## config.mk

```make
export PLATFORM = sky130hd
export DESIGN_NAME = descManager
export DESIGN_NICKNAME = d
export VERILOG_FILES = /design/src/descMgrPkg.sv /design/src/descFifoBank.sv /design/src/descManager.sv /design/src/descManagerCtrl.sv /design/src/descWriteDecode.sv
export SDC_FILE = /design/constraint.sdc
export NUM_CORES = 2
export LEC_CHECK = 0
export ABC_AREA = 1
export CAP_MARGIN = 0
export CORE_MARGIN = 2
export CORE_UTILIZATION = 39
export CTS_CLUSTER_DIAMETER = 50
export DETAILED_ROUTE_END_ITERATION = 10
export DONT_BUFFER_PORTS = 1
export HOLD_SLACK_MARGIN = 0.08
export PLACE_DENSITY = 0.62
export SETUP_SLACK_MARGIN = 0.5
export SLEW_MARGIN = 5
export SYNTH_ARGS = -nofsm -noshare
export SYNTH_HDL_FRONTEND = slang
export SYNTH_SLANG_ARGS = --single-unit
export TNS_END_PERCENT = 10
```

## constraint.sdc

```tcl
create_clock -name CLK -period 17.58 [get_ports CLK]
set_input_delay 1.758 -clock CLK [delete_from_list [all_inputs] [get_ports CLK]]
set_output_delay 1.758 -clock CLK [all_outputs]
set_load 0.03 [all_outputs]
```

## src/descMgrPkg.sv

```systemverilog
// --------------------------------------
// Descriptor manager shared definitions
// Sizes, window location and the descriptor formats
// --------------------------------------

package descMgrPkg;

  // --------------------------------------
  // Sizing
  // --------------------------------------

  // Number of independent flows
  localparam int FLOWS = 4;
  localparam int FLOW_W = 2;

  // Descriptors per host block
  localparam int BLOCK_SIZE = 4;
  localparam int IDX_W = 2;

  // Room for two whole blocks per flow
  localparam int QUEUE_DEPTH = 2 * BLOCK_SIZE;
  localparam int PTR_W = $clog2(QUEUE_DEPTH);
  // Count must also hold QUEUE_DEPTH itself
  localparam int CNT_W = $clog2(QUEUE_DEPTH + 1);

  // --------------------------------------
  // Write window
  // --------------------------------------

  localparam logic [31:0] BASE_ADDR = 32'h0004_0000;
  // One 8-byte word per descriptor slot
  localparam int WIN_WORDS = FLOWS * BLOCK_SIZE;
  localparam logic [31:0] WIN_BYTES = 32'(WIN_WORDS * 8);

  // Kind bit encoding, bit 0 of every descriptor
  localparam logic KIND_DATA = 1'b0;
  localparam logic KIND_LINK = 1'b1;

  // --------------------------------------
  // Descriptor formats
  // --------------------------------------

  typedef struct packed {
    logic [62:0] bufAddr;
    logic        kind;
  } descData_t;

  // Next block is 8-byte aligned, low three bits implied
  typedef struct packed {
    logic [60:0] nextBlk;
    logic [1:0]  rsvd;
    logic        kind;
  } descLink_t;

  // Same 64-bit word seen as data or as link
  typedef union packed {
    descData_t data;
    descLink_t link;
  } descWord_t;

  // --------------------------------------
  // Transfers between blocks
  // --------------------------------------

  typedef struct packed {
    logic        valid;
    logic [31:0] addr;
    descWord_t   word;
  } winWrite_t;

  typedef struct packed {
    logic              valid;
    logic [FLOW_W-1:0] flow;
    logic [63:0]       addr;
  } dmaReq_t;

  // Strobes are already qualified by the window check
  typedef struct packed {
    logic              push;
    logic              link;
    logic [FLOW_W-1:0] flow;
    logic [IDX_W-1:0]  idx;
    logic              last;
    descWord_t         desc;
  } decodedWrite_t;

  typedef struct packed {
    logic              valid;
    logic [FLOW_W-1:0] flow;
    logic [63:0]       addr;
  } flowInit_t;

endpackage

```

## src/descFifoBank.sv

```systemverilog
// --------------------------------------
// Per-flow descriptor queues
// Circular buffers with fall-through read ports and free counts
// --------------------------------------

`timescale 1ns/1ps

module descFifoBank (
  input  logic                          CLK,
  input  logic                          reset,
  input  descMgrPkg::decodedWrite_t     dec,
  input  logic [descMgrPkg::FLOWS-1:0]  rdEn,
  output descMgrPkg::descWord_t         rdData [descMgrPkg::FLOWS],
  output logic [descMgrPkg::FLOWS-1:0]  empty,
  output logic [descMgrPkg::CNT_W-1:0]  freeSlots [descMgrPkg::FLOWS]
);

  // --------------------------------------
  // Storage and pointers
  // --------------------------------------

  descMgrPkg::descWord_t mem [descMgrPkg::FLOWS][descMgrPkg::QUEUE_DEPTH];

  // Depth is a power of two, pointers wrap on their own
  logic [descMgrPkg::PTR_W-1:0] rdPtr [descMgrPkg::FLOWS];
  logic [descMgrPkg::PTR_W-1:0] wrPtr [descMgrPkg::FLOWS];
  logic [descMgrPkg::CNT_W-1:0] count [descMgrPkg::FLOWS];

  // Qualified push and pop per flow
  logic [descMgrPkg::FLOWS-1:0] doPush;
  logic [descMgrPkg::FLOWS-1:0] doPop;

  // --------------------------------------
  // Strobe qualification
  // --------------------------------------

  always_comb begin
    for (int f = 0; f < descMgrPkg::FLOWS; f++) begin
      // Scheduler keeps room for a block, full check is a backstop
      doPush[f] = dec.push
                  && (dec.flow == descMgrPkg::FLOW_W'(f))
                  && (count[f] != descMgrPkg::CNT_W'(descMgrPkg::QUEUE_DEPTH));
      // Pop on empty queue is dropped
      doPop[f] = rdEn[f] && (count[f] != '0);
    end
  end

  // --------------------------------------
  // Queue memory
  // --------------------------------------

  always_ff @(posedge CLK) begin
    for (int f = 0; f < descMgrPkg::FLOWS; f++) begin
      if (doPush[f]) begin
        mem[f][wrPtr[f]] <= dec.desc;
      end
    end
  end

  // --------------------------------------
  // Pointers and fill counts
  // --------------------------------------

  always_ff @(posedge CLK) begin
    if (reset) begin
      for (int f = 0; f < descMgrPkg::FLOWS; f++) begin
        rdPtr[f] <= '0;
        wrPtr[f] <= '0;
        count[f] <= '0;
      end
    end else begin
      for (int f = 0; f < descMgrPkg::FLOWS; f++) begin
        if (doPush[f]) begin
          wrPtr[f] <= wrPtr[f] + 1'b1;
        end
        if (doPop[f]) begin
          rdPtr[f] <= rdPtr[f] + 1'b1;
        end
        // Simultaneous push and pop leaves count as is
        case ({doPush[f], doPop[f]})
          2'b10:   count[f] <= count[f] + 1'b1;
          2'b01:   count[f] <= count[f] - 1'b1;
          default: count[f] <= count[f];
        endcase
      end
    end
  end

  // --------------------------------------
  // Read side
  // --------------------------------------

  always_comb begin
    for (int f = 0; f < descMgrPkg::FLOWS; f++) begin
      empty[f] = (count[f] == '0);
      // Head entry shown without waiting for a pop
      rdData[f] = mem[f][rdPtr[f]];
      // Free room seen by the fetch scheduler
      freeSlots[f] = descMgrPkg::CNT_W'(descMgrPkg::QUEUE_DEPTH) - count[f];
    end
  end

endmodule

```

## src/descManager.sv

```systemverilog
// --------------------------------------
// Multi-flow descriptor manager
// Fetches descriptor blocks and queues them per flow
// --------------------------------------

`timescale 1ns/1ps

module descManager (
  input  logic                          CLK,
  input  logic                          reset,
  input  descMgrPkg::flowInit_t         init,
  input  descMgrPkg::winWrite_t         winWr,
  input  logic [descMgrPkg::FLOWS-1:0]  rdEn,
  output descMgrPkg::dmaReq_t           dmaReq,
  output descMgrPkg::descWord_t         rdData [descMgrPkg::FLOWS],
  output logic [descMgrPkg::FLOWS-1:0]  empty
);

  // --------------------------------------
  // Internal links
  // --------------------------------------

  // Decoded window write, shared by control and queues
  descMgrPkg::decodedWrite_t    dec;
  // Queue room fed back to the scheduler
  logic [descMgrPkg::CNT_W-1:0] freeSlots [descMgrPkg::FLOWS];

  // Host writes into the window
  descWriteDecode decodeU (
    .winWr (winWr),
    .dec   (dec)
  );

  // Block pointers and fetch scheduling
  descManagerCtrl ctrlU (
    .CLK       (CLK),
    .reset     (reset),
    .init      (init),
    .dec       (dec),
    .freeSlots (freeSlots),
    .dmaReq    (dmaReq)
  );

  // Data descriptor storage
  descFifoBank fifoU (
    .CLK       (CLK),
    .reset     (reset),
    .dec       (dec),
    .rdEn      (rdEn),
    .rdData    (rdData),
    .empty     (empty),
    .freeSlots (freeSlots)
  );

endmodule

```

## src/descManagerCtrl.sv

```systemverilog
// --------------------------------------
// Descriptor fetch controller
// Tracks block pointers per flow and schedules fetches round-robin
// --------------------------------------

`timescale 1ns/1ps

module descManagerCtrl (
  input  logic                          CLK,
  input  logic                          reset,
  input  descMgrPkg::flowInit_t         init,
  input  descMgrPkg::decodedWrite_t     dec,
  input  logic [descMgrPkg::CNT_W-1:0]  freeSlots [descMgrPkg::FLOWS],
  output descMgrPkg::dmaReq_t           dmaReq
);

  // Sequential block stride in bytes
  localparam logic [63:0] BLOCK_BYTES = 64'(descMgrPkg::BLOCK_SIZE * 8);

  // --------------------------------------
  // Per-flow state
  // --------------------------------------

  logic [descMgrPkg::FLOWS-1:0] started;
  logic [descMgrPkg::FLOWS-1:0] pending;
  // Link seen earlier in the current block
  logic [descMgrPkg::FLOWS-1:0] linkSeen;
  logic [63:0] blkAddr  [descMgrPkg::FLOWS];
  logic [63:0] linkAddr [descMgrPkg::FLOWS];

  // Scheduler
  logic [descMgrPkg::FLOWS-1:0]  eligible;
  logic [descMgrPkg::FLOW_W-1:0] lastGrant;
  logic [descMgrPkg::FLOW_W-1:0] cand;
  logic [descMgrPkg::FLOW_W-1:0] grantFlow;
  logic                          grantValid;

  // Pointer update for the written flow
  logic [63:0] linkTarget;
  logic [63:0] nextAddr;

  // Registered request
  logic                          reqValid;
  logic [descMgrPkg::FLOW_W-1:0] reqFlow;
  logic [63:0]                   reqAddr;

  // --------------------------------------
  // Eligibility and arbitration
  // --------------------------------------

  always_comb begin
    for (int f = 0; f < descMgrPkg::FLOWS; f++) begin
      // Needs room for a whole block before asking
      eligible[f] = started[f] && !pending[f]
                    && (freeSlots[f] >= descMgrPkg::CNT_W'(descMgrPkg::BLOCK_SIZE));
    end
  end

  // Search starts just after the last winner
  // FLOWS is a power of two, so the candidate wraps by itself
  always_comb begin
    grantValid = 1'b0;
    grantFlow  = lastGrant;
    cand       = lastGrant;
    for (int i = 1; i <= descMgrPkg::FLOWS; i++) begin
      cand = lastGrant + descMgrPkg::FLOW_W'(i);
      if (!grantValid && eligible[cand]) begin
        grantValid = 1'b1;
        grantFlow  = cand;
      end
    end
  end

  // --------------------------------------
  // Next block address
  // --------------------------------------

  always_comb begin
    linkTarget = {dec.desc.link.nextBlk, 3'b000};
    // Link in the last slot wins, then one seen earlier
    if (dec.link) begin
      nextAddr = linkTarget;
    end else if (linkSeen[dec.flow]) begin
      nextAddr = linkAddr[dec.flow];
    end else begin
      nextAddr = blkAddr[dec.flow] + BLOCK_BYTES;
    end
  end

  // --------------------------------------
  // Control state
  // --------------------------------------

  always_ff @(posedge CLK) begin
    if (reset) begin
      started   <= '0;
      pending   <= '0;
      linkSeen  <= '0;
      lastGrant <= '0;
      reqValid  <= 1'b0;
    end else begin
      reqValid <= grantValid;
      if (grantValid) begin
        pending[grantFlow] <= 1'b1;
        lastGrant          <= grantFlow;
      end
      // Last word of the block ends the fetch
      if (dec.last) begin
        pending[dec.flow]  <= 1'b0;
        linkSeen[dec.flow] <= 1'b0;
      end else if (dec.link) begin
        linkSeen[dec.flow] <= 1'b1;
      end
      // Start command restarts the flow from scratch
      if (init.valid) begin
        started[init.flow]  <= 1'b1;
        pending[init.flow]  <= 1'b0;
        linkSeen[init.flow] <= 1'b0;
      end
    end
  end

  // --------------------------------------
  // Addresses and request payload
  // --------------------------------------

  always_ff @(posedge CLK) begin
    if (grantValid) begin
      reqFlow <= grantFlow;
      reqAddr <= blkAddr[grantFlow];
    end
    if (dec.link && !dec.last) begin
      linkAddr[dec.flow] <= linkTarget;
    end
    if (dec.last) begin
      blkAddr[dec.flow] <= nextAddr;
    end
    if (init.valid) begin
      blkAddr[init.flow] <= init.addr;
    end
  end

  assign dmaReq = '{valid: reqValid, flow: reqFlow, addr: reqAddr};

endmodule

```

## src/descWriteDecode.sv

```systemverilog
// --------------------------------------
// Window write decoder
// Splits host writes into flow, block index and descriptor kind
// --------------------------------------

`timescale 1ns/1ps

module descWriteDecode (
  input  descMgrPkg::winWrite_t     winWr,
  output descMgrPkg::decodedWrite_t dec
);

  // Flow and index bits packed above the 8-byte word offset
  localparam int SLOT_W = descMgrPkg::IDX_W + descMgrPkg::FLOW_W;

  // Offset from window start, wraps for addresses below it
  logic [31:0] byteOff;
  // Word slot inside the window
  logic [SLOT_W-1:0] slot;
  logic inWin;

  // --------------------------------------
  // Address check
  // --------------------------------------

  always_comb begin
    byteOff = winWr.addr - descMgrPkg::BASE_ADDR;
    // Below-base addresses wrap to a huge offset and fail here too
    inWin = winWr.valid
            && (byteOff < descMgrPkg::WIN_BYTES)
            && (byteOff[2:0] == 3'd0);
    slot = byteOff[3 +: SLOT_W];
  end

  // --------------------------------------
  // Field extraction
  // --------------------------------------

  always_comb begin
    // Layout is flow-major, one block per flow
    dec.flow = slot[descMgrPkg::IDX_W +: descMgrPkg::FLOW_W];
    dec.idx  = slot[descMgrPkg::IDX_W-1:0];
    dec.desc = winWr.word;

    // Final word of the block closes the fetch
    dec.last = inWin
               && (dec.idx == descMgrPkg::IDX_W'(descMgrPkg::BLOCK_SIZE - 1));

    // Data words go to the queue
    dec.push = inWin && (winWr.word.data.kind == descMgrPkg::KIND_DATA);
    // Link words only steer the next fetch
    dec.link = inWin && (winWr.word.link.kind == descMgrPkg::KIND_LINK);
  end

endmodule
```

==> results_dict.tcl <==
set metrics [dict create \
    outcome "finished clean" \
    tns_ns 0 \
    ys.flop_type "edfxtp_1" \
    syn_nets 9918 \
    stdcell_area_mm2 0.125 \
    grt_max_degree 175 \
    grtUsageMet2 0.371 \
    stdcell_count 13635 \
    wl_per_cell_um 26.3 \
    dpl_cell_area_mm2 0.115 \
    detail-route-antenna-nets 0 \
    synthTopCellsByArea "edfxtp_1 71%, nor2_1 7.1%, o21ai_0 5.0%, nand2_1 4.8%, nand3_1 3.0%" \
    synth-async-reset-ratio 0 \
    slowest_delay_ns 1.01 \
    syn_area_mm2 0.111 \
    regToRegEndpoint "ctrlU.reqAddr[10]$_DFFE_PN_" \
    final.setup_skew_ns 0.0927 \
    irDropWorstVdd_mv 0.193 \
    fin_ws_ns 10.76 \
    dp_worst_setup_slack_ns 11.67 \
    crit_family "buffers and inverters" \
    postCtsHoldBufs 0 \
    setup-violations-final 0 \
    power.leakage_nw 42.8 \
    maxCapViolCount 0 \
    post_drt_via_cell_ratio 5.69 \
    initial_core_util 0.392 \
    r2r_cells 18 \
    wirelength_um 359000 \
    grt_most_used_layer "met2" \
    initialDrtViolationCount 10464 \
    synth_common_cells "2654 x edfxtp_1, 2116 x nor2_1, 1422 x nand2_1" \
    multi_input_area_mm2 0.0286 \
    crit_path_frequent_cell "buf_4" \
    maxSlewViolCount 0 \
    period_needed_ns 6.82 \
    worst_ep_arrival_time_ns 5.07 \
    cp.required_ns 15.82 \
    critical_path.startpoint_type "register" \
    core_area_mm2 0.285 \
    critPathMaxFanout 108 \
    synth_edf_count 2654 \
    fp.dieW_um 539 \
    first_global_vias 72276 \
    finish.net_count 9795 \
    hold_path_depth 2 \
    track_usage 0.239 \
    drtPass1Iterations 6 \
    worst_slew_pin_slew_ns 1.40 \
    hpwl_um 201000 \
    met3_usage 0.0557 \
    cpMaxStageDelayCell "buf_4" \
    met1_usage 0.322 \
    crit_type "register to output pin" \
    drive_gt1_frac 0.0791 \
    holdCritPathClass "register to register" \
    yosysMostFrequentCell "edfxtp_1" \
    n_fill_cell 25549 \
    fmax_mhz 147 \
    synth.avg_cell_area_um2 11.5 \
    min_period_over_period 0.388 \
    port_buffers 0 \
    grt_pass1_wl_um 510000 \
    clk_latency_ns 0.90 \
    power_density_mw_per_mm2 132 \
    seq_area_mm2 0.0800 \
    rows 196 \
    hold_path_end "ctrlU.started[2]$_SDFFE_PP0P_" \
    syn_inst 9726 \
    r2r-start "fifoU.count[3][0]$_DFFE_PP_" \
    synthDistinctLibCells 40 \
    clock_tree.root_cell "clkbuf_16" \
    yosys.area.top_type "edfxtp_1" \
    hp-start "ctrlU.started[2]$_SDFFE_PP0P_" \
    hold_viol 0 \
    ys_ff_latch 2669 \
    area_growth_pct 12.5 \
    synth_warnings 0 \
    maxSlewHeadroom 0.0648 \
    numCtsBuffers 315 \
    drc 0 \
    yosys.area.top_type_share 0.715 \
    worstPathCellList "buf_4, buf_4, buf_4, o21ai_0, o22ai_1, nor2_1, a31oi_1" \
    seq_area_frac_synth 0.718 \
    dieArea_mm2 0.290 \
    cts_tree "built" \
    vias 77538 \
    clock_sinks 2669 \
    worst-path-buf-inv 3 \
    htreeDepth 5 \
    gp_congestion 0.945 \
    rsz0062_at_grt "no" \
    clk_path_buf_depth 4 \
    clk_pin_slew_ns 0.05 \
    cts-resized-gates 0 \
    die_height_um 539 \
    grt_overflow_total 0 \
    antenna_found_initial 46 \
    postCtsSetupBuffers 0 \
    reg2reg_slack_ns 13.03 \
    cp-end-kind "output pin" \
    place_inst 13048 \
    ios 497 \
]
[per-stage QoR]
stage / power, mW / utilization / hold slack [ns]
after detailed placement: 10.4 / 0.405 / 0.447
final: 16.6 / 0.441 / 0.456
after floorplan: 9.50 / - / 0.427
after global placement: 10.3 / 0.405 / 0.439
after CTS: 16.7 / 0.440 / 0.455
after global routing: 17.2 / 0.440 / 0.472
[cell usage in the layout (no fill, tap or decap), drive strengths merged, types with 39 or more instances in the layout]
master  count
a21oi      65
a22oi      62
a31oi     267
buf       157
clkbuf    385
clkinv    114
edfxtp   2654
inv       249
nand2    1428
nand3     664
nand4      39
nor2     2133
nor3       45
o21ai    1120
o22ai     260
or2        60
[logic make-up after synthesis]
kind of cell | count (synthesis) | synth area share
XOR/XNOR | 38 | 0.00299
AND/OR/NAND/NOR | 4377 | 0.159
adder cells (fa/ha/maj) | 22 | 0.00247
flip-flops | 2669 | 0.718
buffers and inverters | 817 | 0.0293
AO/OA/AOI/OAI | 1803 | 0.0892
[metal layers]
metal  up-vias  routed length, um
met5         -                  0
met4         0              15500
met3       614              39200
met2      4095             163000
met1     38322             141000
li1      34507                  -
[worst max-delay path by stage]
stage                                             end                       startpoint  slack [ns]  cells past startpoint
after floorplan           fifoU.mem[0][100]$_DFFE_PP_                        winWr[70]        9.55                      9
after global placement                     rdData[34]  fifoU.rdPtr[0][9]$_SDFFCE_PN0P_       11.69                      7
after detailed placement                   rdData[46]  fifoU.rdPtr[0][9]$_SDFFCE_PN0P_       11.67                      7
after CTS                                 rdData[245]  fifoU.rdPtr[0][0]$_SDFFCE_PN0P_       10.70                      7
after global routing                       rdData[34]  fifoU.rdPtr[0][9]$_SDFFCE_PN0P_       10.43                      7
final                                     rdData[245]  fifoU.rdPtr[0][0]$_SDFFCE_PN0P_       10.76                      7
[area by class of cell]
cell class                 count  area share
sequential                  2669       0.638
multi-input combinational   6240       0.228
clock buffer                 385      0.0655
tap                         3762      0.0375
clock inverter               184      0.0141
timing repair buffer         157     0.00950
inverter                     220     0.00697
antenna                       18    0.000359
[worst reg2reg max path, stage by stage, from the launching register on]
cell      delay (ns)
edfxtp_1        0.38
inv_1           0.10
ha_1            0.23
nand2_1         0.13
nand2_1         0.10
nand3_1         0.16
nand3_1         0.11
nand3_1         0.13
nand2_1         0.11
nand2_1         0.13
inv_1           0.08
nand3_1         0.14
nand2_4         0.40
inv_4           0.76
buf_4           0.84
nand2_1         0.20
nand2_1         0.10
nand2_1         0.06
nand3_1         0.22
[registers in the layout, indices dropped and copies added, names as in the netlist]
| name | flops |
|---|---|
| ctrlU.blkAddr | 256 |
| ctrlU.reqValid | 1 |
| fifoU.wrPtr | 12 |
| fifoU.rdPtr | 12 |
| ctrlU.started | 4 |
| ctrlU.linkAddr | 244 |
| ctrlU.reqAddr | 64 |
| ctrlU.linkSeen | 4 |
| ctrlU.lastGrant | 2 |
| fifoU.mem | 2048 |
| ctrlU.reqFlow | 2 |
| fifoU.count | 16 |
| ctrlU.pending | 4 |
[power by group]
group	internal [mW]	switching (mW)
Clock	3.65	2.65
Combinational	0.603	2.19
Sequential	7.28	0.230
No activity file was read; power rests on OpenSTA's default activity.
